===== src/spi_link_pkg.sv =====
package spi_link_pkg;

  // ########################################
  // Link timing

  localparam int SYNC_STAGES = 2;   // Pin synchronizer depth

  // Cycles from rx_done until the shifter reloads, covering one
  // req/ack access and the capture of its read data
  localparam int REPLY_GAP = 3;

  // ########################################
  // Link types

  typedef struct packed {
    logic cpol;   // Idle level of mclk
    logic cpha;   // 1 = sample on trailing edge
  } spi_mode_t;

  // One sendclk cycle of link activity
  typedef struct packed {
    logic frame_start;   // Select just went active
    logic frame_end;     // Select just went inactive
    logic sample;        // Capture mosi now
    logic shift;         // Present next miso bit now
    logic mosi_bit;      // Synchronized mosi
  } spi_event_t;

endpackage


===== src/reg_access_pkg.sv =====
package reg_access_pkg;

  typedef logic [7:0] reg_data_t;

  // ########################################
  // Command byte layout

  typedef struct packed {
    logic       write;   // 1 = write, 0 = read
    logic [6:0] addr;
  } reg_cmd_t;

  // ########################################
  // Access channel, valid while req is high

  typedef struct packed {
    logic       write;
    logic [6:0] addr;
    reg_data_t  wdata;   // Ignored on reads
  } reg_req_t;

endpackage


===== src/spi_edge_decode.sv =====
module spi_edge_decode import spi_link_pkg::*; (
  input  logic       sendclk,
  input  logic       rst,
  input  spi_mode_t  mode,
  input  logic       mclk,
  input  logic       select,
  input  logic       mosi,
  output spi_event_t link_evt
);

  typedef struct packed {
    logic mclk;
    logic select;   // Active high
    logic mosi;
  } pin_set_t;

  pin_set_t sync_q [SYNC_STAGES];
  pin_set_t pins;
  logic     mclk_q;
  logic     select_q;
  logic     rise;
  logic     fall;
  logic     leading;
  logic     trailing;

  // ########################################
  // Pin synchronizers

  always_ff @(posedge sendclk)
  begin
    if (rst)
    begin
      for (int i = 0; i < SYNC_STAGES; i++)
      begin
        sync_q[i] <= '0;
      end
    end
    else
    begin
      sync_q[0] <= '{mclk: mclk, select: select, mosi: mosi};
      for (int i = 1; i < SYNC_STAGES; i++)
      begin
        sync_q[i] <= sync_q[i-1];
      end
    end
  end

  assign pins = sync_q[SYNC_STAGES-1];

  // ########################################
  // Edge classification

  assign rise     = pins.mclk & ~mclk_q;
  assign fall     = ~pins.mclk & mclk_q;
  assign leading  = mode.cpol ? fall : rise;   // Away from idle level
  assign trailing = mode.cpol ? rise : fall;

  always_ff @(posedge sendclk)
  begin
    if (rst)
    begin
      mclk_q   <= 1'b0;
      select_q <= 1'b0;
      link_evt <= '0;
    end
    else
    begin
      mclk_q               <= pins.mclk;
      select_q             <= pins.select;
      link_evt.frame_start <= pins.select & ~select_q;
      link_evt.frame_end   <= ~pins.select & select_q;
      link_evt.sample      <= pins.select & (mode.cpha ? trailing : leading);
      link_evt.shift       <= pins.select & (mode.cpha ? leading : trailing);
      link_evt.mosi_bit    <= pins.mosi;
    end
  end

endmodule


===== src/spi_shifter.sv =====
module spi_shifter import spi_link_pkg::*; #(
  parameter int NBYTES = 1
) (
  input  logic                sendclk,
  input  logic                rst,
  input  spi_event_t          link_evt,
  input  logic [8*NBYTES-1:0] tx_word,
  output logic                miso,
  output logic [8*NBYTES-1:0] rx_word,
  output logic                rx_done,
  output logic                tx_load
);

  localparam int W     = 8 * NBYTES;
  localparam int CNT_W = $clog2(W);

  logic [W-1:0]         sr;         // Out at the top, in at the bottom
  logic [CNT_W-1:0]     bit_cnt;    // Samples taken in this word
  logic [REPLY_GAP-1:0] load_dly;
  logic                 last_bit;
  logic                 word_done;

  assign last_bit  = bit_cnt == CNT_W'(W - 1);
  assign word_done = link_evt.sample & last_bit;

  // ########################################
  // Bit counter, load requests and miso

  always_ff @(posedge sendclk)
  begin
    if (rst)
    begin
      bit_cnt  <= '0;
      rx_done  <= 1'b0;
      tx_load  <= 1'b0;
      load_dly <= '0;
      miso     <= 1'b0;
    end
    else
    begin
      rx_done  <= word_done;
      tx_load  <= link_evt.frame_start | (load_dly[REPLY_GAP-1] & ~link_evt.frame_end);
      load_dly <= {load_dly[REPLY_GAP-2:0], word_done};

      if (link_evt.frame_start || link_evt.frame_end)
      begin
        bit_cnt  <= '0;
        load_dly <= '0;
      end
      else if (link_evt.sample)
      begin
        bit_cnt <= last_bit ? '0 : bit_cnt + 1'b1;
      end

      if (link_evt.frame_end)
        miso <= 1'b0;
      else if (tx_load)
        miso <= tx_word[W-1];
      else if (link_evt.shift && bit_cnt != '0)   // No advance before first sample
        miso <= sr[W-1];
    end
  end

  // ########################################
  // Shift register

  always_ff @(posedge sendclk)
  begin
    if (tx_load)
      sr <= tx_word;
    else if (link_evt.sample)
      sr <= {sr[W-2:0], link_evt.mosi_bit};

    if (word_done)
      rx_word <= {sr[W-2:0], link_evt.mosi_bit};
  end

endmodule


===== src/spi_cmd_result.sv =====
module spi_cmd_result import spi_link_pkg::*, reg_access_pkg::*; #(
  parameter int         NBYTES   = 1,
  parameter logic [7:0] SLAVE_ID = 8'h5A
) (
  input  logic                sendclk,
  input  logic                rst,
  input  spi_event_t          link_evt,
  input  logic [8*NBYTES-1:0] rx_word,
  input  logic                rx_done,
  input  logic                tx_load,
  input  logic                ack,
  input  reg_data_t           rdata,
  output logic [8*NBYTES-1:0] tx_word,
  output logic                req,
  output reg_req_t            req_data
);

  localparam int W = 8 * NBYTES;

  logic [1:0] byte_cnt;      // Saturates at 2
  reg_cmd_t   rx_cmd;
  reg_cmd_t   cmd_q;
  logic       access_now;
  logic       access_pend;   // Waiting for ack to drop
  reg_req_t   access_data;
  logic       read_back;

  assign rx_cmd    = reg_cmd_t'(rx_word[7:0]);   // Low byte of the word
  assign read_back = req & ack & ~req_data.write;

  // ########################################
  // Byte decode

  always_comb
  begin
    access_now  = 1'b0;
    access_data = '{write: 1'b0, addr: rx_cmd.addr, wdata: '0};
    if (rx_done && byte_cnt == 2'd0 && !rx_cmd.write)
      access_now = 1'b1;   // Read right after the command
    if (rx_done && byte_cnt == 2'd1 && cmd_q.write)
    begin
      access_now  = 1'b1;
      access_data = '{write: 1'b1, addr: cmd_q.addr, wdata: rx_word[7:0]};
    end
  end

  // ########################################
  // Byte count and req/ack

  always_ff @(posedge sendclk)
  begin
    if (rst)
    begin
      byte_cnt    <= '0;
      req         <= 1'b0;
      access_pend <= 1'b0;
    end
    else
    begin
      if (link_evt.frame_start)
        byte_cnt <= '0;
      else if (rx_done && byte_cnt != 2'd2)
        byte_cnt <= byte_cnt + 1'b1;

      if (req && ack)
        req <= 1'b0;
      else if ((access_now || access_pend) && !req && !ack)
      begin
        req         <= 1'b1;
        access_pend <= 1'b0;
      end
      else if (access_now && !req)
        access_pend <= 1'b1;
    end
  end

  // ########################################
  // Command, request payload and reply word

  always_ff @(posedge sendclk)
  begin
    if (rx_done && byte_cnt == 2'd0)
      cmd_q <= rx_cmd;

    if (access_now && !req)
      req_data <= access_data;   // Held while req is high

    if (link_evt.frame_start)
      tx_word <= W'(SLAVE_ID);
    else if (read_back)
      tx_word <= W'(rdata);
    else if (tx_load)
      tx_word <= '0;   // Default reply for later bytes
  end

endmodule


===== src/reg_bank.sv =====
module reg_bank import reg_access_pkg::*; #(
  parameter int ADDR_W = 3
) (
  input  logic      sendclk,
  input  logic      rst,
  input  logic      req,
  input  reg_req_t  req_data,
  output logic      ack,
  output reg_data_t rdata
);

  typedef enum logic {
    IDLE,
    ACKED
  } state_t;

  state_t            state;
  reg_data_t         regs [2**ADDR_W];
  logic [ADDR_W-1:0] addr;

  assign addr = req_data.addr[ADDR_W-1:0];   // Upper bits wrap
  assign ack  = state == ACKED;

  always_ff @(posedge sendclk)
  begin
    if (rst)
    begin
      state <= IDLE;
      for (int i = 0; i < 2**ADDR_W; i++)
      begin
        regs[i] <= '0;
      end
    end
    else
    begin
      case (state)
        IDLE:
          if (req)
          begin
            if (req_data.write)
              regs[addr] <= req_data.wdata;
            state <= ACKED;
          end
        ACKED:
          if (!req)
            state <= IDLE;
        default:
          state <= IDLE;
      endcase
    end
  end

  always_ff @(posedge sendclk)
  begin
    if (state == IDLE && req)
      rdata <= regs[addr];
  end

endmodule


===== src/spi_reg_slave.sv =====
module spi_reg_slave import spi_link_pkg::*, reg_access_pkg::*; #(
  parameter int         NBYTES   = 1,
  parameter int         ADDR_W   = 3,
  parameter logic [7:0] SLAVE_ID = 8'h5A
) (
  input  logic sendclk,
  input  logic rst,
  input  logic cpol,
  input  logic cpha,
  input  logic mclk,
  input  logic select,   // Active high
  input  logic mosi,
  output logic miso
);

  spi_mode_t           mode;
  spi_event_t          link_evt;
  logic [8*NBYTES-1:0] rx_word;
  logic [8*NBYTES-1:0] tx_word;
  logic                rx_done;
  logic                tx_load;
  logic                req;
  logic                ack;
  reg_req_t            req_data;
  reg_data_t           rdata;

  assign mode = '{cpol: cpol, cpha: cpha};

  spi_edge_decode decode (
    .sendclk  (sendclk),
    .rst      (rst),
    .mode     (mode),
    .mclk     (mclk),
    .select   (select),
    .mosi     (mosi),
    .link_evt (link_evt)
  );

  spi_shifter #(.NBYTES(NBYTES)) execute (
    .sendclk  (sendclk),
    .rst      (rst),
    .link_evt (link_evt),
    .tx_word  (tx_word),
    .miso     (miso),
    .rx_word  (rx_word),
    .rx_done  (rx_done),
    .tx_load  (tx_load)
  );

  spi_cmd_result #(.NBYTES(NBYTES), .SLAVE_ID(SLAVE_ID)) result (
    .sendclk  (sendclk),
    .rst      (rst),
    .link_evt (link_evt),
    .rx_word  (rx_word),
    .rx_done  (rx_done),
    .tx_load  (tx_load),
    .ack      (ack),
    .rdata    (rdata),
    .tx_word  (tx_word),
    .req      (req),
    .req_data (req_data)
  );

  reg_bank #(.ADDR_W(ADDR_W)) bank (
    .sendclk  (sendclk),
    .rst      (rst),
    .req      (req),
    .req_data (req_data),
    .ack      (ack),
    .rdata    (rdata)
  );

endmodule


===== config.mk =====
export PLATFORM = sky130hd
export DESIGN_NAME = spi_reg_slave
export DESIGN_NICKNAME = d
export VERILOG_FILES = /design/src/spi_link_pkg.sv /design/src/reg_access_pkg.sv /design/src/spi_edge_decode.sv /design/src/spi_shifter.sv /design/src/spi_cmd_result.sv /design/src/reg_bank.sv /design/src/spi_reg_slave.sv
export SDC_FILE = /design/constraint.sdc
export NUM_CORES = 1
export LEC_CHECK = 0
export ABC_AREA = 1
export BUFFER_PORTS_ARGS = -buffer_cell sky130_fd_sc_hd__buf_2
export CELL_PAD_IN_SITES_DETAIL_PLACEMENT = 2
export CELL_PAD_IN_SITES_GLOBAL_PLACEMENT = 2
export CORE_MARGIN = 5
export CORE_UTILIZATION = 43
export DETAILED_ROUTE_END_ITERATION = 8
export PLACE_DENSITY_LB_ADDON = 0.1
export SYNTH_ARGS = -nofsm -noshare
export SYNTH_HDL_FRONTEND = slang
export SYNTH_SLANG_ARGS = --single-unit

===== constraint.sdc =====
create_clock -name sendclk -period 4.6 [get_ports sendclk]
set_input_delay 0.23 -clock sendclk [delete_from_list [all_inputs] [get_ports sendclk]]
set_output_delay 0.23 -clock sendclk [all_outputs]
set_load 0.05 [all_outputs]

# After elaboration in Yosys (flattened, before gate mapping)
# Memories as Yosys holds them, arrays and structs flattened. A register that Yosys moved wholly into a read port is not among the register bits.
# Index checks and enable logic that the tools add are counted.
# classes
eq_ne	3
n_addsub	2
mux	30
reduce_logical	28
n_bitwise	21
# op_table
operator	count
$mux W8	5
$mux W1	20
$mux W16	1
$mux W3	4
$logic_and A1 B1 Y1	11
$and A1 B1 Y1	10
$not A1 Y1	8
$reduce_bool A2 Y1	4
$reduce_or A2 Y1	4
$reduce_or A8 Y1	1
$add A3 B1 Y3 const B	1
$eq A3 B3 Y1 const B	1
$logic_not A1 Y1	3
$or A1 B1 Y1	3
$reduce_bool A3 Y1	1
$add A2 B1 Y2 const B	1
$eq A2 B1 Y1 const B	1
$logic_not A2 Y1	1
$logic_or A1 B1 Y1	2
$ne A2 B2 Y1 const B	1
$reduce_and A2 Y1	1
# word_totals
mem_count	2
ram_bits	70
out_inout_bits	1
regBits	65
in_bits	7
# memory_table
name	words	width	rd	rd_clocked_by_memory_dff	wr	line_no	source
bank.regs	8	8	1	1	8	reg_bank.sv:18	reg_data_t regs [2**ADDR_W];
decode.sync_q	2	3	2	0	2	spi_edge_decode.sv:17	pin_set_t sync_q [SYNC_STAGES];

# Logic depth before layout (Yosys ltp)
# logic_depth
word_depth	10
depth_mapped	9

# By module
# Synthesis repeated with hierarchy kept, for this count alone.
# unflattened
hier_cells	627
hier_area_um2	6142.1
# modules_own_cells
module	area_each_um2	seq_area_each_um2	instances	cells_per_inst
reg_bank	3318.2	2182.1	1	352
spi_cmd_result	1416.4	960.9	1	131
spi_shifter	963.4	660.6	1	92
spi_edge_decode	444.2	260.2	1	52

# Worst setup path after synthesis
# Ideal clock, no wire load.
# synth_timing
path_type	register -> register
startpoint	reg, netlist name result.req_data[8]
endpoint	mem bank.regs[0][0] (netlist name), enable pin
t_arrival_ps	1298
required_ps	4271
setup_ps	329
path_stages_with_launch	6
slack_ps	2973
cell_sequence	edfxtp_1 > buf_4 > clkbuf_1 > nor3_1 > nand2_2 > nand2_1
# synth_lines
element	line_no
end, declared	reg_bank.sv:18

==> metrics <==
outcome completed; register area share after synthesis 66.31%; Mean Syn Cell Area 9.454 um2; Avg WL per Cell 21.09 um; Max H-tree Level 4; Setup violations, final 0; most frequent cells in the layout nand2_1, edfxtp_1, nor2_1, inv_1, dfxtp_1; initial core utilization 43.72%; CTS Buffer Depth 2; NumNets Final 634; mapped cell area 0.005767 mm2; clock root buffer clkbuf_16; area delta synth->final 13.93%; Worst Path Required 4.69 ns; Mapped Nets 623; YS warnings 0; PwrDens 438.3 mW/mm2; Detail Placement HPWL 10.65 mm; Setup Buffers After CTS 0; largest net degree at the start of global routing 38; Slowest-stage cell, CP edfxtp_1; commonest non-fill, non-tap cell in the layout nand2_1; crit start category flop; # diodes 0; num rows 42; Fillers 1418; placed cell count 776; Critical R2R Launch result.req_data[9]; Worst-Margin Slew 0.7725 ns; number of DRC markers in iteration 0 257; vias 4106; Layout Cells excl Fill 810; Worst VDD drop 0.0002203 V; GRT overflow 0; TritonCTS clock tree yes; R2R Setup Slk 1.89 ns; hold_ws 0.02343 ns; Num CTS Buffers 17; CTS sink cnt 139; ANT nets after route 0; WS Path Type reg2reg; CORE AREA 0.01319 mm2; routability cong. 0.8209; min-delay worst type in2reg; max-cap viol count 0; die area 0.01583 mm2; number of global-route vias before repair 4628; die width 125.8 um; fin crit period 2.708 ns; CP max FO 21; clk_lat worst skew 0.44 ns; Rel. slew slack 48.50%; crit path DAT 2.80 ns; skew final 0.01477 ns; First-pass DRT Iterations 4; Async SR Flop Fraction 0%; Ports 8; Reg clk slew, reported paths 0.06 ns; post-route setup TNS 0 ns; Post-synth EDFFs 104; drt total wl 17.09 mm; initial antenna violation count 0; RR Endpoint bank.regs[7][5]; Final period util 58.86%; Worst Setup EP bank.regs[7][5]; worst path cell trace inv_1 > nor3_1 > nand2_2 > nand2_1; DRC Markers 0; Max Fclk 369.3 MHz; cell leakage power 2.724 nW; CP Capture Type flop; Synth Register Bits 139; final slew viol count 0; total track usage 22.86%; unique cell type count in the Yosys netlist 22; layout cells sized above 1 7.571%; vias per cell 5.069; RSZ-0062 raised after global routing no; Mapped Cells 610; dominant synthesized flop cell edfxtp_1; first-pass GRT wire length 26.90 mm; final hold violations 0; crit path from result.req_data[9]; CP max stage delay 0.85 ns; PortBufs 7; Die Span Y 125.8 um; Worst Reg-to-Reg Cells 4
routing by layer:
metal	up-vias	global-route usage (%)	part of all wire [%]
met2	41	42.26	55
met4	0	7.319	1.8
met3	21	4.445	2.0
met5	-	0	0
li1	1962	-	-
met1	2082	26.67	41
cell usage after synthesis, types with 2 or more instances:
cell | instances | share of area [%]
nand3_1 | 22 | 1.9
a21oi_1 | 11 | 0.95
nand2_2 | 8 | 0.87
nor3_1 | 8 | 0.69
edfxtp_1 | 104 | 54
inv_1 | 52 | 3.4
o21ai_0 | 5 | 0.43
ha_1 | 6 | 1.3
buf_2 | 2 | 0.17
nand2_1 | 239 | 16
clkbuf_1 | 12 | 0.78
dfxtp_1 | 35 | 12
buf_4 | 2 | 0.26
nor2_1 | 96 | 6.2
through the flow:
step	utilization, %	instance area (um2)	setup slack [ns]	power [W]
detailed placement	45.07	5944	1.970	0.001474
floorplan	-	5767	2.973	0.001447
finish	49.81	6570	1.892	0.002880
global route	49.81	6570	1.713	0.002972
CTS	49.81	6570	1.918	0.002900
global placement	45.07	5944	2.222	0.001466
worst min-delay path by stage:
stage / start / to / slack [ns] / cells past startpoint
global placement: decode.sync_q[0][1] / decode.sync_q[0][4] / 0.39 / 2
finish: mclk / decode.sync_q[0][2] / 0.02 / 3
floorplan: rst / execute.tx_load / 0.30 / 1
detailed placement: decode.sync_q[0][2] / decode.sync_q[0][5] / 0.40 / 2
global route: mclk / decode.sync_q[0][2] / 0.03 / 3
CTS: mclk / decode.sync_q[0][2] / 0.01 / 3
flip-flops by register name, summed over array words and instances, names as in the netlist:
name and cells:
bank.regs 64, decode.select_q 1, result.req 1, decode.sync_q 6
execute.bit_cnt 3, execute.load_dly 3, result.req_data 12, bank.ack 1
result.byte_cnt 2, bank.rdata 8, execute.miso 1, decode.link_evt 5
execute.tx_load 1, result.access_pend 1, result.tx_word 8, execute.sr 8
execute.rx_word 8, result.cmd_q 4, decode.mclk_q 1, execute.rx_done 1
cell families (layout without fill, tap and decap cells):
group                      count (synthesis)  count (layout)  synth area share [%]
adders and majority gates                  6               6                 1.302
and+or+nand+nor                          376             376                 25.82
buffers and inverters                     71              95                 4.925
AOI/OAI and AO/OA                         18              18                 1.649
DFF                                      139             139                 66.31
critical path: cells and delay by family (launching register included):
kind	cells	cell delay, ns
DFF	1	0.85
buffers and inverters	1	0.54
and+or+nand+nor	3	0.96
where the power goes:
part	internal [W]	switching, W	leakage [nW]
Combinational	0.0000182	0.0000456	1.10
Clock	0.000895	0.000534	0.293
Sequential	0.00137	0.0000148	1.33
Total	0.00229	0.000594	2.72
repair_timing:
item | 4_1_cts | 5_1_grt
hold buffers | 2 | 0
endpoints found under the hold margin | 2 | 0
gates resized for setup | 0 | 0
endpoints found under the setup margin | 0 | 0
layout make-up:
class                           instances  area, um2  area share, %
Clock inverter                         15      180.2          2.742
Sequential cell                       139       3824          58.20
Clock buffer                           17      425.4          6.475
Inverter                               53      198.9          3.028
Timing Repair Buffer                   10      62.56         0.9522
Tap cell                              176      220.2          3.352
Multi-Input combinational cell        400       1659          25.25
Note: power is estimated with default switching activity, not from simulation.
